$ cat src/source/fetch_pkg.sv
package fetch_pkg;

	localparam int xlen = 32; // address and instruction width.
	localparam int line_words = 8; // words in one cache line.
	localparam int offset_bits = 3; // selects a word inside a line.
	localparam int byte_bits = 2; // selects a byte inside a word.
	localparam int index_bits = 4; // default line select width, matches 16 lines.
	localparam int tag_bits = xlen - index_bits - offset_bits - byte_bits;

	// address as the cache sees it.
	typedef struct packed {
		logic [tag_bits-1:0] tag; // compared against the tag array.
		logic [index_bits-1:0] index; // picks the line.
		logic [offset_bits-1:0] offset; // picks the word in the line.
		logic [byte_bits-1:0] byte_sel; // always zero for instruction fetch.
	} fetch_addr_t;

	// request from the pc stage to the cache.
	typedef struct packed {
		logic [xlen-1:0] pc; // fetch address.
		logic cacheable; // set when pc is inside the cacheable window.
	} fetch_req_t;

	// one read beat handed from the bus master to the cache.
	typedef struct packed {
		logic [xlen-1:0] data; // the word read from memory.
		logic [offset_bits-1:0] offset; // word position inside the line.
		logic last; // final beat of the transfer.
		logic cacheable; // beat belongs to a line fill.
	} refill_beat_t;

	// word handed to decode.
	typedef struct packed {
		logic [xlen-1:0] pc; // address the word came from.
		logic [xlen-1:0] inst; // the instruction itself.
	} fetch_out_t;

endpackage

$ cat src/source/fetch_bus.sv
module fetch_bus import fetch_pkg::*; (
	input logic clock,
	input logic rst,
	input logic miss_start,
	input logic [31:0] line_addr,
	input logic uncached_start,
	input logic [31:0] uncached_addr,
	output logic [31:0] araddr,
	output logic arvalid,
	input logic arready,
	output logic [1:0] arburst,
	output logic [3:0] arlen,
	input logic [31:0] rdata,
	input logic rlast,
	input logic rvalid,
	output logic rready,
	output refill_beat_t beat,
	output logic beat_valid
);

	localparam logic [1:0] burst_fixed = 2'b00;
	localparam logic [1:0] burst_incr = 2'b01;

	logic cached; // the transfer in progress fills a line.
	logic active; // address accepted, data still coming.
	logic [offset_bits-1:0] word_cnt; // word offset of the next beat.
	logic [3:0] beat_cnt; // beats seen in this transfer.
	logic take; // a data beat moves this cycle.

	assign rready = 1'b1; // the cache always has room for a beat.
	assign take = rvalid && rready;
	assign beat_valid = take;
	assign beat.data = rdata;
	assign beat.offset = word_cnt;
	assign beat.last = rlast;
	assign beat.cacheable = cached;

	always_ff @(posedge clock) begin
		if (rst) begin
			arvalid <= 1'b0;
			arburst <= burst_fixed;
			arlen <= 4'd0;
			cached <= 1'b0;
		end else if (miss_start) begin
			arvalid <= 1'b1;
			arburst <= burst_incr; // whole line, 8 beats.
			arlen <= 4'd7;
			cached <= 1'b1;
		end else if (uncached_start) begin
			arvalid <= 1'b1;
			arburst <= burst_fixed; // single word.
			arlen <= 4'd0;
			cached <= 1'b0;
		end else if (arvalid && arready) begin
			arvalid <= 1'b0; // held until the slave takes it.
		end
	end

	always_ff @(posedge clock) begin
		if (miss_start) begin
			araddr <= line_addr;
		end else if (uncached_start) begin
			araddr <= uncached_addr;
		end
	end

	always_ff @(posedge clock) begin
		if (rst) begin
			active <= 1'b0;
		end else if (arvalid && arready) begin
			active <= 1'b1;
		end else if (take && rlast) begin
			active <= 1'b0;
		end
	end

	always_ff @(posedge clock) begin
		if (rst) begin
			word_cnt <= '0;
			beat_cnt <= '0;
		end else if (miss_start) begin
			word_cnt <= '0; // a burst starts at the line base.
			beat_cnt <= '0;
		end else if (uncached_start) begin
			word_cnt <= uncached_addr[4:2]; // the one word sits at its own offset.
			beat_cnt <= '0;
		end else if (take) begin
			word_cnt <= word_cnt + 1'b1;
			beat_cnt <= beat_cnt + 1'b1;
		end
	end

	// the slave must end the burst exactly on the requested length.
	a_rlast_len: assert property (@(posedge clock) disable iff (rst)
		take |-> (rlast == (beat_cnt == arlen)));

	// data only after an address handshake.
	a_no_stray: assert property (@(posedge clock) disable iff (rst)
		rvalid |-> active);

endmodule

$ cat config.mk
export PLATFORM = sky130hd
export DESIGN_NAME = fetch_bus
export DESIGN_NICKNAME = d
export VERILOG_FILES = /design/src/source/fetch_pkg.sv /design/src/source/fetch_bus.sv
export SDC_FILE = /design/constraint.sdc
export NUM_CORES = 1
export LEC_CHECK = 0
export BUFFER_PORTS_ARGS = -buffer_cell sky130_fd_sc_hd__buf_2
export CAP_MARGIN = 30
export CORE_MARGIN = 2
export CORE_UTILIZATION = 40
export DETAILED_ROUTE_END_ITERATION = 7
export GPL_TIMING_DRIVEN = 0
export PLACE_DENSITY = 0.89
export SKIP_LAST_GASP = 1
export SYNTH_ARGS = -nofsm -noshare
export SYNTH_HDL_FRONTEND = slang
export SYNTH_SLANG_ARGS = --single-unit
$ cat constraint.sdc
create_clock -name clock -period 4.7 [get_ports clock]
set_clock_uncertainty 0.1 [all_clocks]
set_input_delay 0.705 -clock clock [delete_from_list [all_inputs] [get_ports clock]]
set_output_delay 0.705 -clock clock [all_outputs]
set_load 0.1 [all_outputs]
==> results.md, run 1 <==
- Status: complete, no violations
- Cell row count: 25
- Post-synthesis sequential area ratio: 0.5499
- CTS root buf: clkbuf_8
- Layout area overhead: 47.08%
- Fmax: 0.4584 GHz
- # setup viols final: 0
- Dominant synthesized flop cell: edfxtp_1
- Worst-skew pair later-pin latency: 0.28 ns
- Post-synthesis cell area: 0.001929 mm^2
- Starting DRC count in detailed routing: 54
- Total track usage: 0.1525
- Initial Utilization: 0.4112
- CTS max path bufs: 2
- EDFF count, synth: 32
- Postcts setup bufs: 0
- Cell taking the most area after synthesis: edfxtp_1
- Gates resized, CTS repair: 0
- CTS H-Tree Depth: 2
- Worst setup margin: 2.518 ns
- First-pass GRT wire length: 6244 um
- Placed Area: 0.002744 mm^2
- Largest net degree at the start of global routing: 18
- Routed len/inst: 12.53 um
- Die area: 0.005395 mm^2
- Crit. End Element: output pin
- Critical Path Start Type: input port
- Routability congestion estimate: 0.7621
- Die height: 73.45 um
- Initial antenna violation count: 0
- Vias in the first global route: 1455
- PortBufs: 143
- Post-Route WL: 4298 um
- Leakage: 1.415 nW
- R2r startpoint: word_cnt[0]$_SDFFE_PP0P_
- I/O pin count: 181
- Worst EP arrival: 1.38 ns
- CP endpoint: beat_valid
- R2R Path End: word_cnt[2]$_SDFFE_PP0P_
- Minimum clock period: 2.182 ns
- Worst slew margin: 0.4953
- CTS sink count: 37
- Most frequent cells in the layout: buf_2, buf_4, edfxtp_1
- CP required: 3.89 ns
- Post-layout util: 0.6048
- Power per cell area: 413.2 mW/mm^2
- Diode count: 0
- Yosys reg bits: 37
- Chip width: 73.45 um
- Post-synth cell types: 22
- Place WS: 2.248 ns
- Routed Antenna Nets: 0
- Unrepaired setup endpoints after global routing: no
- Setup tns final: 0 ns
- Hold_buf cts: 0
- CTS tree: done
- Post-Synthesis Cells: 136
- Fraction of layout cells with a size suffix above 1: 0.7855
- Final hold vios: 0
- CP Launch Point: rvalid
- Worst R2R Path Depth: 3
- Routed vias: 1545
- Most common cell after layout, fill and taps aside: buf_2
- FF-to-FF setup slack: 3.47 ns
- Asr flop ratio synth: 0
- Max-cap viol count: 0
- TritonCTS Buffers: 5
- Clk slew on worst S/H paths: 0.08 ns
- DR pass1 iterations: 4
- Avg Vias per Cell: 4.504
- Area contributors post-synth: edfxtp_1, buf_4, mux2_2
- Worst vdd ir: 0.2254 mV
- YS warnings: 0
- Final #Nets: 392
- Dpl cells: 335
- Crit-path max FO: 5
- Tcrit/Tclk final: 0.4642
- Remaining global-route overflow: 0
- Max-slew violation count: 0
- Synth top area share: 0.4981
- Drt drc: 0
- Synthesized area per cell: 14.19 um^2
- Design Area, Final: 0.002838 mm^2
- Worst-Margin Slew: 0.7553 ns
- Min-Delay Path Class: flip-flop to flip-flop
- Post-DP HPWL: 3523 um
- Layout Cells excl Fill: 343
- Core ar.: 0.004692 mm^2
- Critical path class: input port to output pin
==> Yosys cell counts (2+ instances only) <==
library cell and count:
a2111oi_2 2, buf_4 42, buf_6 3, conb_1 2
dfxtp_1 5, edfxtp_1 32, inv_1 2, mux2_1 5
mux2_2 27, nand2b_1 3, nor2b_1 2
==> state kept, by name, indices dropped and copies added (netlist names) <==
name,flops
word_cnt,3
arvalid,1
arlen,1
araddr,32
==> final cells by class <==
cell class | count | area, um^2
Fill cell | 410 | 1854
Sequential cell | 37 | 1061
Timing Repair Buffer | 144 | 743.2
Multi-Input combinational cell | 52 | 510.5
Buffer | 46 | 354.1
Clock buffer | 7 | 86.33
Tap cell | 54 | 67.56
Clock inverter | 1 | 7.507
Inverter | 2 | 7.507
==> per-layer routing <==
metal  vias to the layer above  global-route usage  share of wire
met5                         -                   0              0
met4                         0             0.07071          0.024
met3                        12             0.03704          0.093
met2                       101              0.2827           0.55
met1                       691              0.1598           0.34
li1                        741                   -              -
==> metrics by stage <==
step	power (mW)	hold WS [ns]
3_3_place_gp	0.9444	0.3884
4_1_cts	1.184	0.4018
2_1_floorplan	0.8684	0.3947
5_1_grt	1.216	0.4173
3_5_place_dp	0.9527	0.3849
6_report	1.172	0.3962
==> power by group <==
part	switching, mW	internal, mW	total (mW)
Sequential	0.00874	0.395	0.404
Clock	0.111	0.119	0.230
Combinational	0.436	0.102	0.539
Total	0.556	0.616	1.17
==> critical path, stage by stage <==
cell	delay, ns
buf_2	0.15
buf_4	0.12
buf_2	0.41
==> worst min path at each step <==
| stage | start | end | slack [ns] | cells past startpoint |
|---|---|---|---|---|
| floorplan | arlen[1]$_SDFFE_PP0P_ | arlen[1]$_SDFFE_PP0P_ | 0.39 | 2 |
| finish | arvalid$_SDFFE_PP0P_ | arvalid$_SDFFE_PP0P_ | 0.40 | 2 |
| detailed placement | arvalid$_SDFFE_PP0P_ | arvalid$_SDFFE_PP0P_ | 0.38 | 2 |
| CTS | arvalid$_SDFFE_PP0P_ | arvalid$_SDFFE_PP0P_ | 0.40 | 2 |
| global route | arvalid$_SDFFE_PP0P_ | arvalid$_SDFFE_PP0P_ | 0.42 | 2 |
| global placement | arvalid$_SDFFE_PP0P_ | arvalid$_SDFFE_PP0P_ | 0.39 | 2 |
==> kinds of logic after synthesis <==
logic type / Yosys count / synth area share
xor gates and xnor gates: 1 / 0.004540
AOI/OAI and AO/OA: 5 / 0.02659
DFF: 37 / 0.5499
other: 2 / 0.003893
and+or+nand+nor: 9 / 0.02918
adders and majority gates: 1 / 0.006484
buffers and inverters: 48 / 0.1874
muxes: 33 / 0.1920
No activity file was read; power rests on OpenSTA's default activity.
==> run 2: changes to the inputs <==
--- a/config.mk
+++ b/config.mk
@@ -8,10 +8,10 @@
 export BUFFER_PORTS_ARGS = -buffer_cell sky130_fd_sc_hd__buf_2
 export CAP_MARGIN = 30
 export CORE_MARGIN = 2
-export CORE_UTILIZATION = 40
+export CORE_UTILIZATION = 33
 export DETAILED_ROUTE_END_ITERATION = 7
 export GPL_TIMING_DRIVEN = 0
-export PLACE_DENSITY = 0.89
+export PLACE_DENSITY = 0.79
 export SKIP_LAST_GASP = 1
 export SYNTH_ARGS = -nofsm -noshare
 export SYNTH_HDL_FRONTEND = slang
==> constraint.sdc (replaced) <==
create_clock -name clock -period 2 [get_ports clock]
set_clock_uncertainty 0.1 [all_clocks]
set_input_delay 0.3 -clock clock [delete_from_list [all_inputs] [get_ports clock]]
set_output_delay 0.3 -clock clock [all_outputs]
set_load 0.1 [all_outputs]
==> run 2 against run 1 <==
Effect of this change:
- power rose by 130%
- core utilization down 9.4 points
- clock power is 110% higher
- register-to-register slack got worse by 2.7 ns
- sequential cell count unchanged
- hold slack lost 0.22 ns
- largest cell class unchanged
- worst setup slack worse by 2.3 ns
- highest routed layer unchanged
- global-route usage decreased by 1.9 points
- critical path depth is 2 higher
==> results.md, run 2 (same netlist as run 1, synthesis figures left out) <==
- I/O pin count: 181
- CTS H-Tree Depth: 2
- Gates resized, CTS repair: 0
- Worst slew margin: 0.4883
- Routed Antenna Nets: 0
- Routed vias: 1532
- Max-cap viol count: 0
- Vias in the first global route: 1542
- Min-delay src: rst
- M1 WL: 1501 um
- Uppermost routed layer: met4
- Post-Route WL: 4350 um
- WL met3: 407 um
- Crit. End Element: flip-flop
- Post-DP HPWL: 3503 um
- Total track usage: 0.1330
- Critical Path Start Type: input port
- Power per cell area: 950.0 mW/mm^2
- CTS tree: done
- TritonCTS Buffers: 5
- Clk slew on worst S/H paths: 0.07 ns
- CTS max path bufs: 2
- Worst EP arrival: 1.63 ns
- Hold_buf cts: 0
- Fill cells: 519
- Worst-Margin Slew: 0.7657 ns
- Tcrit/Tclk final: 0.8677
- Fraction of layout cells with a size suffix above 1: 0.7855
- Max-slew violation count: 0
- Remaining global-route overflow: 0
- Most frequent cells in the layout: buf_2, buf_4, edfxtp_1
- Die height: 80.46 um
- Crit-path max FO: 17
- Largest register FFs: 32
- Drt drc: 0
- Postcts setup bufs: 0
- CP Launch Point: miss_start
- Final #Nets: 392
- DR pass1 iterations: 3
- Initial antenna violation count: 0
- R2r startpoint: word_cnt[0]$_SDFFE_PP0P_
- Starting DRC count in detailed routing: 30
- PortBufs: 143
- Worst vdd ir: 0.4024 mV
- Critical path class: input port to flip-flop
- Final hold vios: 0
- Leakage: 1.415 nW
- Routability congestion estimate: 0.6502
- Initial Utilization: 0.3461
- Min-Delay Path Class: input port to flip-flop
- Largest net degree at the start of global routing: 18
- Avg Vias per Cell: 4.244
- Routed len/inst: 12.05 um
- Chip width: 80.46 um
- Largest registers: araddr x32, word_cnt x3
- Die area: 0.006474 mm^2
- CTS sink count: 37
- CTS root buf: clkbuf_8
- CP required: 1.89 ns
- Minimum clock period: 1.735 ns
- Fmax: 0.5763 GHz
- Cell row count: 27
- Unrepaired setup endpoints after global routing: no
- # setup viols final: 0
- Layout area overhead: 47.67%
- Post-layout util: 0.5111
- Hold Slack: 0.1726 ns
- Biggest register: araddr
- Most common cell after layout, fill and taps aside: buf_2
- Core ar.: 0.005574 mm^2
- Worst-skew pair later-pin latency: 0.28 ns
- Status: complete, no violations
- Diode count: 0
- Routed wl met2: 2380 um
- First-pass GRT wire length: 6561 um
[run 2: changes by cell type in the layout (fill, tap and decap cells not counted)]
cell,previous run,this run
clkinv_2,0,2
clkinvlp_4,1,0
clkbuf_8,6,5
[run 2: stage by stage]
step | cells | TNS (ns) | setup slack [ns] | power (mW) | instance area (um^2)
final | 361 | 0 | 0.2647 | 2.706 | 2849
after global routing | 361 | 0 | 0.1348 | 2.813 | 2849
after CTS | 361 | 0 | 0.2153 | 2.747 | 2849
after detailed placement | 353 | -1.544 | -0.09211 | 2.238 | 2766
after global placement | 352 | -11.35 | -0.3573 | 2.222 | 2739
after floorplan | 137 | 0 | 0.09158 | 2.041 | 1933
[run 2: layout make-up]
type	count	area (um^2)	share of cell area
clock buffer	6	72.57	0.02547
tap	72	90.09	0.03162
sequential	37	1061	0.3724
multi-input combinational	52	510.5	0.1792
inverter	2	7.507	0.002635
clock inverter	2	10.01	0.003513
timing repair buffer	144	743.2	0.2609
buffer	46	354.1	0.1243
[run 2: path summary, 6_finish.rpt]
check                             endpoint  slack (ns)  cells past startpoint
hold reg to reg       arvalid$_SDFFE_PP0P_        0.40                      2
hold / removal       arlen[1]$_SDFFE_PP0P_        0.17                      2
setup / recovery      araddr[21]$_DFFE_PP_        0.26                      5
setup reg to reg  word_cnt[2]$_SDFFE_PP0P_        0.76                      3
[run 2: routing by layer]
layer / vias to the layer above / GRT usage
li1: 739 / -
met1: 685 / 0.1367
met2: 104 / 0.2550
met3: 4 / 0.02921
met4: 0 / 0.05763
met5: - / 0
[run 2: critical path, stage by stage]
cell and delay, ns:
buf_2 0.23, buf_6 0.20, inv_1 0.08, nand2_1 0.57, buf_16 0.24
[run 2: power breakdown]
| group | internal [mW] | switching [mW] |
|---|---|---|
| clock network | 0.241 | 0.251 |
| registers | 0.928 | 0.0186 |
| logic | 0.241 | 1.03 |
| total | 1.41 | 1.30 |
==> run 3: changes to the inputs <==
--- a/config.mk
+++ b/config.mk
@@ -9,6 +9,7 @@
 export CAP_MARGIN = 30
 export CORE_MARGIN = 2
 export CORE_UTILIZATION = 33
+export CTS_BUF_LIST = sky130_fd_sc_hd__clkbuf_8 sky130_fd_sc_hd__clkbuf_16
 export DETAILED_ROUTE_END_ITERATION = 7
 export GPL_TIMING_DRIVEN = 0
 export PLACE_DENSITY = 0.79
==> run 3 against run 2 <==
Effect of this change:
- non-clock buffer count unchanged
- final cell count unchanged
- routed wire length unchanged
- count of clock-buffer cells in the layout decreased by 1
- sequential power about the same
- design area unchanged
- critical path depth unchanged
- largest power group unchanged
- global-route usage unchanged
- critical path type unchanged
- maximum frequency unchanged
==> results.md, run 3 (same netlist as run 1, synthesis figures left out) <==
- Status: complete, no violations
- CTS sink count: 37
- Routed Antenna Nets: 0
- First-pass GRT wire length: 6561 um
- Crit-path max FO: 17
- Fraction of layout cells with a size suffix above 1: 0.7855
- Chip width: 80.46 um
- Cell row count: 27
- Worst EP arrival: 1.63 ns
- Most Crowded Layer GR: met2
- Leakage: 1.420 nW
- Diode count: 0
- Worst-Margin Slew: 0.7657 ns
- CTS H-Tree Depth: 2
- Hold_buf cts: 0
- CTS max path bufs: 2
- Post-Route WL: 4350 um
- Die height: 80.46 um
- Critical path class: input port to flip-flop
- Fmax: 0.5763 GHz
- Min-Delay Path Class: input port to flip-flop
- I/O pin count: 181
- Largest net degree at the start of global routing: 18
- Power per cell area: 948.3 mW/mm^2
- Minimum clock period: 1.735 ns
- Routed vias: 1532
- # setup viols final: 0
- Biggest register: araddr
- Die area: 0.006474 mm^2
- CTS root buf: clkbuf_8
- Worst slew margin: 0.4883
- Layout area overhead: 47.67%
- Initial antenna violation count: 0
- Max-slew violation count: 0
- Met1 Use GR: 0.1367
- Routed len/inst: 12.05 um
- Worst vdd ir: 0.4024 mV
- Post-layout util: 0.5111
- Total track usage: 0.1330
- DR pass1 iterations: 3
- Critical Path Start Type: input port
- Final #Nets: 392
- Most common cell after layout, fill and taps aside: buf_2
- Max-cap viol count: 0
- TritonCTS Buffers: 5
- GR Util met3: 0.02921
- Gates resized, CTS repair: 0
- Most frequent cells in the layout: buf_2, buf_4, edfxtp_1
- Crit. End Element: flip-flop
- Core ar.: 0.005574 mm^2
- Worst-skew pair later-pin latency: 0.28 ns
- Remaining global-route overflow: 0
- Post-DP HPWL: 3503 um
- Tcrit/Tclk final: 0.8677
- Clk slew on worst S/H paths: 0.07 ns
- Avg Vias per Cell: 4.244
- Initial Utilization: 0.3461
- Drt drc: 0
- Unrepaired setup endpoints after global routing: no
- CP required: 1.89 ns
- CTS tree: done
- Vias in the first global route: 1542
- Postcts setup bufs: 0
- Routability congestion estimate: 0.6502
- Routing usage on met2: 0.2550
- Largest register FFs: 32
- Largest registers: araddr x32, word_cnt x3
- PortBufs: 143
- Final Power: 2.702 mW
- Final hold vios: 0
- Fill cells: 519
- Starting DRC count in detailed routing: 31
- Setup tns final: 0 ns
## run 3: worst paths after layout
| kind | from | end | slack (ns) | depth (start not counted) |
|---|---|---|---|---|
| worst min register to register | arvalid$_SDFFE_PP0P_ | arvalid$_SDFFE_PP0P_ | 0.40 | 2 |
| worst max-delay path | miss_start | araddr[21]$_DFFE_PP_ | 0.26 | 5 |
| worst min-delay path | rst | arlen[1]$_SDFFE_PP0P_ | 0.17 | 2 |
| worst max register to register | word_cnt[0]$_SDFFE_PP0P_ | word_cnt[2]$_SDFFE_PP0P_ | 0.76 | 3 |
## run 3: cell type report
type	count	area, um^2	share of cell area
buffer	46	354.1	0.1243
clock buffer	5	68.82	0.02415
clock inverter	3	13.76	0.004831
inverter	2	7.507	0.002635
multi-input combinational	52	510.5	0.1792
sequential	37	1061	0.3724
tap	72	90.09	0.03162
timing repair buffer	144	743.2	0.2609
## run 3: layer usage
layer,routed length [um],up-vias
met2,2380,104
met1,1501,685
met5,0,-
met3,407,4
li1,-,739
met4,61,0
## run 3: power breakdown
group	switching (mW)	internal, mW
Clock	0.252	0.236
Combinational	1.03	0.241
Sequential	0.0186	0.928
## run 3: worst max-delay path, cell delays in order
cell and delay (ns):
buf_2 0.23, buf_6 0.20, inv_1 0.08, nand2_1 0.57, buf_16 0.24
## run 3: stage by stage
stage / hold slack, ns / cells / cell area, um^2 / setup WS, ns
finish: 0.1723 / 361 / 2849 / 0.2647
CTS: 0.1626 / 361 / 2849 / 0.2153
detailed placement: 0.3853 / 353 / 2766 / -0.09211
global route: 0.1678 / 361 / 2849 / 0.1348
global placement: 0.3934 / 352 / 2739 / -0.3573
floorplan: 0.2691 / 137 / 1933 / 0.09158
