$ cat config.mk
export PLATFORM = sky130hd
export DESIGN_NAME = fetch_pc
export DESIGN_NICKNAME = d
export VERILOG_FILES = /design/src/source/fetch_pkg.sv /design/src/source/fetch_pc.sv
export SDC_FILE = /design/constraint.sdc
export NUM_CORES = 1
export LEC_CHECK = 0
export ABC_AREA = 1
export ABC_CLOCK_PERIOD_IN_PS = 2100
export BUFFER_PORTS_ARGS = -buffer_cell sky130_fd_sc_hd__buf_4
export CORE_MARGIN = 3
export CORE_UTILIZATION = 56
export DETAILED_ROUTE_END_ITERATION = 8
export HOLD_SLACK_MARGIN = 0.15
export PLACE_DENSITY = 0.8
export SKIP_LAST_GASP = 1
export SYNTH_ARGS = -nofsm -noshare
export SYNTH_HDL_FRONTEND = slang
export SYNTH_SLANG_ARGS = --single-unit
export TNS_END_PERCENT = 30
$ cat constraint.sdc
create_clock -name clock -period 2.1 [get_ports clock]
set_input_delay 0.525 -clock clock [delete_from_list [all_inputs] [get_ports clock]]
set_output_delay 0.525 -clock clock [all_outputs]
set_load 0.02 [all_outputs]
$ cat src/source/fetch_pkg.sv
package fetch_pkg;

	localparam int xlen = 32; // address and instruction width.
	localparam int line_words = 8; // words in one cache line.
	localparam int offset_bits = 3; // selects a word inside a line.
	localparam int byte_bits = 2; // selects a byte inside a word.
	localparam int index_bits = 4; // default line select width, matches 16 lines.
	localparam int tag_bits = xlen - index_bits - offset_bits - byte_bits;

	// address as the cache sees it.
	typedef struct packed {
		logic [tag_bits-1:0] tag; // compared against the tag array.
		logic [index_bits-1:0] index; // picks the line.
		logic [offset_bits-1:0] offset; // picks the word in the line.
		logic [byte_bits-1:0] byte_sel; // always zero for instruction fetch.
	} fetch_addr_t;

	// request from the pc stage to the cache.
	typedef struct packed {
		logic [xlen-1:0] pc; // fetch address.
		logic cacheable; // set when pc is inside the cacheable window.
	} fetch_req_t;

	// one read beat handed from the bus master to the cache.
	typedef struct packed {
		logic [xlen-1:0] data; // the word read from memory.
		logic [offset_bits-1:0] offset; // word position inside the line.
		logic last; // final beat of the transfer.
		logic cacheable; // beat belongs to a line fill.
	} refill_beat_t;

	// word handed to decode.
	typedef struct packed {
		logic [xlen-1:0] pc; // address the word came from.
		logic [xlen-1:0] inst; // the instruction itself.
	} fetch_out_t;

endpackage

$ cat src/source/fetch_pc.sv
module fetch_pc import fetch_pkg::*; #(
	parameter logic [31:0] reset_pc = 32'h3000_0000,
	parameter logic [31:0] cache_base = 32'ha000_0000,
	parameter logic [31:0] cache_limit = 32'ha200_0000
) (
	input logic clock,
	input logic rst,
	input logic done,
	input logic out_free,
	input logic jump_wrong,
	input logic [31:0] jump_addr,
	output fetch_req_t req,
	output logic req_valid,
	output logic drop
);

	logic [xlen-1:0] pc; // address of the current or next fetch.
	logic busy; // a request has been taken by the cache and is not done yet.
	logic pending; // a redirect came in while a fetch was outstanding.
	logic [xlen-1:0] pending_addr; // target of the pending redirect.
	logic redirect_now; // the fetch finishing this cycle must be thrown away.
	logic [xlen-1:0] target; // where to restart after a dropped fetch.

	// a new request only goes out when the output register can take its word.
	assign req_valid = busy | out_free;
	assign req.pc = pc;
	assign req.cacheable = (pc >= cache_base) && (pc < cache_limit); // window compare.

	assign redirect_now = pending | jump_wrong; // either a latched or a fresh redirect.
	assign drop = done & redirect_now; // the word for the old path is discarded.
	assign target = jump_wrong ? jump_addr : pending_addr; // the newest redirect wins.

	always_ff @(posedge clock) begin
		if (rst) begin
			busy <= 1'b0;
		end else if (done) begin
			busy <= 1'b0; // the cache is back in idle next cycle.
		end else if (req_valid) begin
			busy <= 1'b1; // the cache latched req this cycle.
		end
	end

	always_ff @(posedge clock) begin
		if (rst) begin
			pc <= reset_pc;
		end else if (drop) begin
			pc <= target; // restart on the redirected path.
		end else if (jump_wrong && !req_valid) begin
			pc <= jump_addr; // nothing in flight, so the target is taken at once.
		end else if (done && out_free) begin
			pc <= pc + 32'd4; // sequential step.
		end
	end

	always_ff @(posedge clock) begin
		if (rst) begin
			pending <= 1'b0;
		end else if (done) begin
			pending <= 1'b0; // consumed by the drop above.
		end else if (jump_wrong && req_valid) begin
			pending <= 1'b1; // wait for the fetch in flight to finish.
		end
	end

	always_ff @(posedge clock) begin
		if (jump_wrong) begin
			pending_addr <= jump_addr; // keep the latest target.
		end
	end

	// the cache holds its request until done, so neither the valid nor the pc may move early.
	a_req_held: assert property (@(posedge clock) disable iff (rst)
		(req_valid && !done) |=> (req_valid && $stable(req)));

endmodule

==> summary.md, run 1 <==
| Metric | Value |
|---|---|
| Fmax | around 500 MHz |
| Power density cells | 713 nW/um^2 |
| DR vias/cell | approximately 5.4 |
| # DRC | 0 |
| Syn Area/Cell | a little over 6 sq um |
| Max incr delay on CP | about 0.34 ns |
| Register area share after synthesis | 0.344 |
| Setup repair after global routing missed its margin | false |
| Post-Synth Adder-Cell Area | 0.00652 |
| Crit path max fanout | 29 |
| Startpoint types | register |
| Max-cap violations | 0 |
| Synth top area share | 0.344 |
| Worst Skew | between 0.008 and 0.009 ns |
| Mapped Area | ~3800 sq um |
| Gate Count Post-Synth | about 630 |
| Period utilization | 0.946 |
| Fin crit period | roughly 2.0 ns |
| Final slew viol count | 0 |
| Final non-filler cell total | 775 |
| Req. time, crit path | ~1.6 ns |
| CTS H-tree lvls | 3 |
| Fillcell total | between 500 and 600 |
| Die height | slightly below 90 um |
| DR iter-0 viols | about 260 |
| Yosys warnings | 0 |
| Hold depth | 3 |
| Area contributors post-synth | dfxtp_1 (34%), nand2_1 (24%), inv_1 (6.4%) |
| CTS Buffer Depth | 2 |
| Final setup TNS | 0 ns |
| Starting Density | 0.591 |
| Post-Synth Simple-Gate Area | 0.385 |
| # clock sinks | 66 |
| Synth top cells by count | nand2_1 (247), dfxtp_1 (66), inv_1 (65), nor2_1 (48), o21ai_0 (44) |
| Endpoint class of the critical path | output port |
| Critical Path, Cell by Cell | inv_1 > a21oi_4 > buf_4 > buf_4 |
| Top_reg_cell synth | dfxtp_1 |
| Routed WL per cell | roughly 14 um |
| Global-route wire length before repair | around 18 mm |
| Initial antenna violation count | 0 |
| CORE AREA | 6490 sq um |
| Run status | finished clean |
| Clock slew at reported path FFs | around 0.070 ns |
| Total I/O pin count | 72 |
| Critical path class | register to output port |
| Postcts setup bufs | 0 |
| Hold endpoint | pending_addr[11] |
| Asr flop ratio synth | 0 |
| Max VDD drop | 0.498 mV |
| Main combinational cell family by area after synthesis | simple AND/OR/NAND/NOR gates |
| Gpl congestion | between 0.9 and 1 |
| Reg2reg start | pc[3] |
| Post-CTS sizing | 0 |
| Final Hold Fails | 0 |
| I/O Buffers | between 70 and 80 |
| Most frequent CP cell | buf_4 |
| First-pass DRT Iterations | 5 |
| Post-synthesis mux area share | 0.00261 |
| Final wirelength | about 11 mm |
| Synthesized flop and latch total | 66 |
| Area growth syn-to-layout | 20.1% |
| R2R Path End | pc[14] |
| Row Count | 29 |
| Placed Cells | 760 |
| Total GRT Usage | 0.290 |
| Die W | 88.8 um |
| Syn Nets | 670 |
| Worst hold path type | primary input to register |
| CTS Buf Count | 9 |
| Overflow after GRT | 0 |
| Cell with the largest stage delay on the worst path | buf_4 |
| Slew @ Worst Pin | approximately 0.56 ns |
| Area leader, netlist | dfxtp_1 |
| Count leader, synth | nand2_1 |
| Setup-failing EPs final | 0 |
| Antenna fix cells | 0 |
| Clock Latency Late Sink | between 0.3 and 0.4 ns |
| Via count | approximately 4200 |
| Leak | around 2.2 nW |
| Share of cells above drive strength 1 | 0.153 |
| Clock Tree Root | clkbuf_8 |
| Vias in the first global route | just under 4000 |
| CTS hold repair buffers | 0 |
| Pin count of the biggest net entering global routing | 48 |
| Compound-gate portion of the synthesized area | 0.148 |
| Post-Synth XOR/XNOR Area | 0.0114 |
| Antenna Nets Post-Route | 0 |
| Layout Nets | approximately 730 |
| DP HPWL | 7.64 mm |
| Post-synth EDFFs | 0 |
| WP data arrival | approximately 1.5 ns |
| R2R cell count | 9 |
| Max_slew headroom | 0.627 |
| CTS tree | done |
| R2r setup slk | about 0.27 ns |
| Hold path start | jump_addr[11] |
| Die area | slightly below 8000 sq um |
| Post-synthesis cell type count | 34 |
## layout by cell type, fill, tap and decap left out, types with 3 or more instances in the layout
master,n
inv_1,65
o21ai_0,44
clkbuf_8,10
nand3b_1,8
nor3_1,3
nand2_1,247
nor2_2,3
dfxtp_1,66
nand3_1,38
xor2_1,5
o21bai_1,5
nor2_1,48
o21ai_1,9
a21oi_1,33
a31oi_1,6
buf_4,77
nor3_2,3
o211ai_1,5
## how the worst max path moves through the flow
stage / slack, ns / start / end / depth (start not counted)
after global routing: 0.01 / pc[3] / pc[14] / 9
after global placement: 0.18 / jump_wrong / drop / 5
after detailed placement: 0.17 / jump_wrong / drop / 5
final: 0.11 / pending / drop / 4
after CTS: 0.11 / pending / drop / 4
after floorplan: 0.34 / pc[29] / req[0] / 2
## worst max-delay path, delay by kind of cell (launching register included)
| family | cells | cell delay, ns |
|---|---|---|
| AO/OA/AOI/OAI | 1 | 0.18 |
| buffers and inverters | 3 | 0.62 |
| flip-flops | 1 | 0.31 |
## sequential cells by signal, indices dropped and copies added (netlist names)
| signal | count |
|---|---|
| pc | 32 |
| pending_addr | 32 |
| busy | 1 |
| pending | 1 |
## per-layer routing
| metal | wire length (um) | GRT usage | vias up |
|---|---|---|---|
| met1 | 4770 | 0.364 | 1886 |
| met3 | 641 | 0.0624 | 26 |
| li1 | - | - | 2122 |
| met5 | 0 | 0 | - |
| met2 | 5080 | 0.477 | 150 |
| met4 | 252 | 0.126 | 0 |
## area by class of cell
cell class / count / area, sq um / area share
Multi-Input combinational cell: 470 / 2120 / 0.460
Sequential cell: 66 / 1320 / 0.287
Timing Repair Buffer: 79 / 618 / 0.134
Inverter: 68 / 258 / 0.0559
Clock buffer: 10 / 138 / 0.0299
Tap cell: 77 / 96.3 / 0.0209
Clock inverter: 5 / 55.1 / 0.0119
## cell families after synthesis
group,after synthesis
xor+xnor,5
mux,1
fa+ha+maj,2
simple gates,358
buf+inv,95
flops,66
compound gates,104
## report_power, final
group          switching (mW)  internal (mW)
combinational           0.445          0.296
clock                   0.483          0.569
sequential              0.121           1.37
## per-stage QoR
| stage | worst slack, ns | cell area [sq um] | hold WS (ns) | util | total power, mW |
|---|---|---|---|---|---|
| after floorplan | 0.337 | 3840 | 0.411 | - | 1.96 |
| after global placement | 0.182 | 4420 | 0.425 | 0.680 | 2.23 |
| after detailed placement | 0.172 | 4420 | 0.429 | 0.680 | 2.25 |
| after CTS | 0.109 | 4610 | 0.387 | 0.709 | 3.30 |
| after global routing | 0.0127 | 4610 | 0.397 | 0.709 | 3.46 |
| final | 0.114 | 4610 | 0.398 | 0.709 | 3.29 |
(Power assumes the default switching activity.)
==> run 2: changes to the inputs <==
--- a/config.mk
+++ b/config.mk
@@ -8,11 +8,13 @@
 export ABC_AREA = 1
 export ABC_CLOCK_PERIOD_IN_PS = 2100
 export BUFFER_PORTS_ARGS = -buffer_cell sky130_fd_sc_hd__buf_4
+export CELL_PAD_IN_SITES_DETAIL_PLACEMENT = 1
+export CELL_PAD_IN_SITES_GLOBAL_PLACEMENT = 1
 export CORE_MARGIN = 3
-export CORE_UTILIZATION = 56
+export CORE_UTILIZATION = 38
 export DETAILED_ROUTE_END_ITERATION = 8
 export HOLD_SLACK_MARGIN = 0.15
-export PLACE_DENSITY = 0.8
+export PLACE_DENSITY = 0.86
 export SKIP_LAST_GASP = 1
 export SYNTH_ARGS = -nofsm -noshare
 export SYNTH_HDL_FRONTEND = slang
==> run 2 against run 1 <==
Against the previous run:
- sequential share of layout area fell by 0.70 points
- critical endpoint is now req[0]
- die area up 44%
- non-clock buffer count grew 9
- cell count rose by 8.4%
- register-to-register slack barely moved
- count of clock-buffer cells in the layout up 2
- power fell by 0.40%
- fmax is 1.9% higher
- via count is 4.6% higher
- critical path depth is 1 lower
- global-route usage is 4.4 points lower
- sequential cell count unchanged
==> summary.md, run 2 (synthesis gave the netlist of run 1 again) <==
| Metric | Value |
|---|---|
| Critical path class | register to output port |
| Antenna fix cells | 0 |
| Worst hold path type | primary input to register |
| # DRC | 0 |
| First-pass DRT Iterations | 5 |
| Die height | roughly 110 um |
| Top flop regs | pc: 32 flops, pending_addr: 32 flops |
| Tot Pwr | between 3 and 4 mW |
| CTS hold repair buffers | 0 |
| Via count | about 4400 |
| Share of cells above drive strength 1 | 0.163 |
| WP data arrival | between 1 and 1.5 ns |
| Overflow after GRT | 0 |
| Total GRT Usage | 0.246 |
| CTS tree | done |
| Pin count of the biggest net entering global routing | 41 |
| Switching Fraction | 0.339 |
| Die area | between 10000 and 15000 sq um |
| Startpoint types | register |
| Placement Setup Slack | 0.129 ns |
| Fin crit period | approximately 1.9 ns |
| Fin worst setup slack | about 0.15 ns |
| Combinational Power Share | 0.241 |
| Setup repair after global routing missed its margin | false |
| Postcts setup bufs | 0 |
| DR vias/cell | roughly 5.2 |
| Layout Nets | 742 |
| Max VDD drop | 0.287 mV |
| Power density cells | ~700 nW/um^2 |
| Sw Pwr | between 1 and 1.5 mW |
| Row Count | 36 |
| CORE AREA | 9770 sq um |
| Routed WL per cell | ~16 um |
| CTS Buffer Depth | 2 |
| DP HPWL | about 10 mm |
| CTS Buf Count | 9 |
| Clock Tree Root | clkbuf_8 |
| I/O Buffers | 71 |
| # clock sinks | 66 |
| Slew @ Worst Pin | 0.437 ns |
| DR iter-0 viols | between 200 and 250 |
| Worst Skew | between 0.006 and 0.007 ns |
| CTS H-tree lvls | 3 |
| Max-cap violations | 0 |
| Leak | 2.22 nW |
| Vias in the first global route | 4575 |
| Final Core Density | 0.483 |
| Fmax | 513 MHz |
| Commonest non-fill, non-tap cell in the layout | nand2_1 |
| Final slew viol count | 0 |
| Max_slew headroom | 0.707 |
| Endpoint class of the critical path | output port |
| Share of power burned in registers | 0.456 |
| Starting Density | 0.392 |
| Clock Latency Late Sink | roughly 0.36 ns |
| Global-route wire length before repair | between 20 and 25 mm |
| Period utilization | 0.928 |
| Req. time, crit path | between 1.5 and 2 ns |
| Total I/O pin count | 72 |
| Gpl congestion | roughly 0.88 |
| Setup-failing EPs final | 0 |
| Area growth syn-to-layout | 23.1% |
| WHS | around 0.39 ns |
| Die W | 106 um |
| Most frequent cells in the layout | nand2_1 (247), buf_4 (86), dfxtp_1 (66) |
| Antenna Nets Post-Route | 0 |
| Final wirelength | between 10 and 15 mm |
| Run status | finished clean |
| Final Hold Fails | 0 |
| Post-CTS sizing | 0 |
| Crit path max fanout | 6 |
| Int Power | 2.16 mW |
| Final setup TNS | 0 ns |
| Initial antenna violation count | 0 |
| Clock power share | 0.302 |
| Clock slew at reported path FFs | about 0.070 ns |
-- run 2: cell types whose count changed in the layout (fill, tap and decap cells not counted) --
cell and change:
buf_4 +9, bufinv_16 -1, clkbuf_1 +1, clkbuf_8 +1, clkinv_2 +1, clkinvlp_4 -2
-- run 2: power groups by stage --
stage | clock [mW] | sequential, mW | combinational [mW]
after floorplan | 0 | 1.56 | 0.403
after global routing | 1.07 | 1.51 | 0.877
final | 0.990 | 1.49 | 0.790
after global placement | 0 | 1.51 | 0.752
after detailed placement | 0 | 1.52 | 0.785
after CTS | 0.998 | 1.49 | 0.793
-- run 2: path summary, 6_finish.rpt --
| check | cells after the start | startpoint | to | slack (ns) |
|---|---|---|---|---|
| worst max register to register | 11 | pc[6] | pc[28] | 0.28 |
| worst min-delay path | 3 | jump_addr[12] | pending_addr[12] | 0.39 |
| worst min register to register | 2 | pending_addr[21] | pending_addr[21] | 0.45 |
| worst max-delay path | 3 | pc[29] | req[0] | 0.15 |
-- run 2: stage by stage --
step / std cells / cell area [sq um]
floorplan: 631 / 3840
global placement: 825 / 4550
detailed placement: 825 / 4550
CTS: 840 / 4720
global route: 840 / 4720
finish: 840 / 4720
-- run 2: metal layers --
layer,part of all wire,wire [um],up-vias,global-route usage
met5,0,0,-,0
met4,0.025,339,0,0.0904
met3,0.038,510,27,0.0443
met2,0.50,6640,98,0.438
met1,0.44,5850,2112,0.294
li1,-,-,2140,-
-- run 2: critical path, cell delays in order, from the launching register on --
cell and delay [ns]:
dfxtp_1 0.46, nand4_1 0.12, nor4_1 0.27, buf_4 0.21
-- run 2: final cells by class --
type / instances / area, sq um
clock inverter: 3 / 15.0
fill: 1375 / 5050
timing repair buffer: 88 / 686
clock buffer: 12 / 155
multi-input combinational: 470 / 2120
tap: 133 / 166
inverter: 68 / 258
sequential: 66 / 1320
==> run 3: changes to the inputs <==
--- a/config.mk
+++ b/config.mk
@@ -5,13 +5,12 @@
 export SDC_FILE = /design/constraint.sdc
 export NUM_CORES = 1
 export LEC_CHECK = 0
-export ABC_AREA = 1
-export ABC_CLOCK_PERIOD_IN_PS = 2100
+export ABC_CLOCK_PERIOD_IN_PS = 1800
 export BUFFER_PORTS_ARGS = -buffer_cell sky130_fd_sc_hd__buf_4
 export CELL_PAD_IN_SITES_DETAIL_PLACEMENT = 1
 export CELL_PAD_IN_SITES_GLOBAL_PLACEMENT = 1
 export CORE_MARGIN = 3
-export CORE_UTILIZATION = 38
+export CORE_UTILIZATION = 41
 export DETAILED_ROUTE_END_ITERATION = 8
 export HOLD_SLACK_MARGIN = 0.15
 export PLACE_DENSITY = 0.86
==> constraint.sdc (replaced) <==
create_clock -name clock -period 1.8 [get_ports clock]
set_input_delay 0.45 -clock clock [delete_from_list [all_inputs] [get_ports clock]]
set_output_delay 0.45 -clock clock [all_outputs]
set_load 0.02 [all_outputs]
==> run 3 against run 2 <==
Against the previous run:
- the flow now finishes with violations (negative setup slack)
- synthesized cell count fell by 35%
- die area fell by 15%
- count of clock-buffer cells in the layout did not move
- highest routed layer unchanged
- largest cell class unchanged
- wire length rose by 42%
- clock power rose by 44%
- cell count fell by 20%
==> summary.md, run 3 <==
| Metric | Value |
|---|---|
| Die W | about 100 um |
| Total I/O pin count | 72 |
| Placed cell areas | 4890 sq um |
| Area leader, netlist | dfxtp_1 |
| Fin worst setup slack | -0.337 ns |
| Yosys warnings | 0 |
| Final instance area | approximately 5300 sq um |
| Initial antenna violation count | 0 |
| CTS hold repair buffers | 0 |
| Post-synth EDFFs | 0 |
| Post-synthesis cell type count | 61 |
| CORE AREA | slightly above 8000 sq um |
| Most frequent cells in the layout | buf_4 (167), dfxtp_1 (45), nor2_1 (33) |
| Antenna fix cells | 0 |
| Global-route wire length before repair | 27.1 mm |
| Final slew viol count | 0 |
| WHS | between 0.3 and 0.4 ns |
| Row Count | 33 |
| Asr flop ratio synth | 0 |
| Max_slew headroom | 0.518 |
| Critical path class | register to register |
| Antenna Nets Post-Route | 0 |
| Max incr delay on CP | 0.64 ns |
| Syn Nets | approximately 450 |
| Placed Cells | 654 |
| I/O Buffers | between 70 and 80 |
| Routed WL per cell | 28.1 um |
| DR iter-0 viols | between 300 and 400 |
| Gate Count Post-Synth | between 400 and 500 |
| Endpoint class of the critical path | register |
| Fmax | about 470 MHz |
| Routed wl met3 | 2.01 mm |
| Share of cells above drive strength 1 | 0.496 |
| Count leader, synth | dfxtp_1 |
| Top_reg_cell synth | dfxtp_1 |
| Critical path's top delay family | simple AND/OR/NAND/NOR gates |
| Startpoint types | register |
| # clock sinks | 66 |
| CTS Buf Count | 9 |
| Final Hold Fails | 0 |
| Mapped Area | ~3500 sq um |
| CTS tree | done |
| Max-cap violations | 0 |
| Area growth syn-to-layout | 53.2% |
| Worst hold path type | primary input to register |
| Via count | around 4600 |
| Setup repair after global routing missed its margin | true |
| Pin count of the biggest net entering global routing | 19 |
| Uppermost layer routed | met4 |
| Total GRT Usage | 0.362 |
| Synthesized flop and latch total | 66 |
| Commonest non-fill, non-tap cell in the layout | buf_4 |
| Die area | around 9700 sq um |
| Clock slew at reported path FFs | 0.09 ns |
| Critical Path, Cell by Cell | nand4_4 > or4_4 > buf_6 > nor3_4 > nor4b_4 > o31a_1 |
| WP buf/inv | 1 |
| Gpl congestion | 0.913 |
| First-pass DRT Iterations | 6 |
| Final non-filler cell total | ~670 |
| Die height | slightly below 100 um |
| # DRC | 0 |
| DR vias/cell | approximately 6.8 |
| Req. time, crit path | approximately 2.1 ns |
| WP data arrival | 2.44 ns |
| DP HPWL | roughly 11 mm |
| Period utilization | 1.19 |
| Synth top cells by count | dfxtp_1 (66), nor2_1 (34), mux2_2 (32), a21oi_1 (31), nand2_1 (30) |
| Run status | complete, but fails checks |
| Fin crit period | 2.14 ns |
| Overflow after GRT | 0 |
| Syn Area/Cell | 8.57 sq um |
| Synth top area share | 0.379 |
| Layout Nets | between 600 and 700 |
| Crit path max fanout | 8 |
| Slew @ Worst Pin | 0.722 ns |
| Worst Skew | slightly above 0.02 ns |
| Leak | 2.31 nW |
| Placement Setup Slack | -0.265 ns |
| Setup-failing EPs final | 28 |
| Clock Tree Root | clkbuf_8 |
| Failing checks | negative setup slack |
| Clock Latency Late Sink | ~0.37 ns |
| Final Core Density | 0.648 |
| Register area share after synthesis | 0.379 |
| Met1 wire length | ~6.5 mm |
| Fillcell total | just over 900 |
| Top flop regs | pc: 32 flops, pending_addr: 32 flops |
| Final wirelength | 18.9 mm |
| Vias in the first global route | between 4000 and 5000 |
| Cell with the largest stage delay on the worst path | or4_4 |
| Met2 WL | between 8 and 9 mm |
| Power density cells | ~820 nW/um^2 |
| Starting Density | 0.423 |
| Area contributors post-synth | dfxtp_1 (38%), mux2_2 (10%), a21oi_1 (4.4%) |
| CTS H-tree lvls | 3 |
| CTS Buffer Depth | 2 |
| Max VDD drop | ~0.65 mV |
run 3: worst paths after layout:
kind                      start          endpoint  slack, ns  depth (start not counted)
setup / recovery         pc[16]            pc[27]      -0.34                          6
hold / removal    jump_addr[29]  pending_addr[29]       0.32                          2
setup reg to reg         pc[16]            pc[27]      -0.34                          6
hold reg to reg           pc[1]             pc[1]       0.46                          2
run 3: cells by family (layout without fill, tap and decap cells):
| group | after synthesis | after routing | synth area share |
|---|---|---|---|
| AND/OR/NAND/NOR | 139 | 139 | 0.208 |
| XOR/XNOR | 14 | 14 | 0.0351 |
| AO/OA/AOI/OAI | 113 | 113 | 0.217 |
| flip-flops | 66 | 66 | 0.379 |
| adder cells (fa/ha/maj) | 2 | 2 | 0.00717 |
| buffers and inverters | 38 | 200 | 0.0420 |
| multiplexers | 35 | 35 | 0.112 |
run 3: per-layer routing:
layer | global-route usage | vias up
met1 | 0.407 | 2166
met2 | 0.601 | 377
met4 | 0.236 | 0
li1 | - | 1839
met3 | 0.101 | 171
met5 | 0 | -
run 3: stage by stage:
stage / power, mW / setup TNS (ns)
finish: 4.39 / -3.75
detailed placement: 2.83 / -3.90
global placement: 2.76 / -1.89
global route: 4.50 / -4.74
floorplan: 2.27 / -1.02
CTS: 4.24 / -1.72
run 3: what timing repair did:
action / CTS / global route
gates resized for setup: 18 / 26
setup buffers: 1 / 3
pin swaps: 6 / 14
endpoints found under the setup margin: 20 / 30
run 3: power breakdown:
part | internal [mW] | switching [mW] | total, mW
combinational | 0.538 | 0.714 | 1.25
sequential | 1.61 | 0.104 | 1.72
clock | 0.759 | 0.667 | 1.43
total | 2.91 | 1.49 | 4.39
run 3: area by class of cell:
class                      instances  area [sq um]  share of cell area
clock inverter                     4          47.5             0.00889
multi-input combinational        303          2270               0.424
timing repair buffer             170          1310               0.244
sequential                        66          1380               0.257
tap                              105           131              0.0246
clock buffer                      12           166              0.0311
inverter                          14          52.6             0.00983
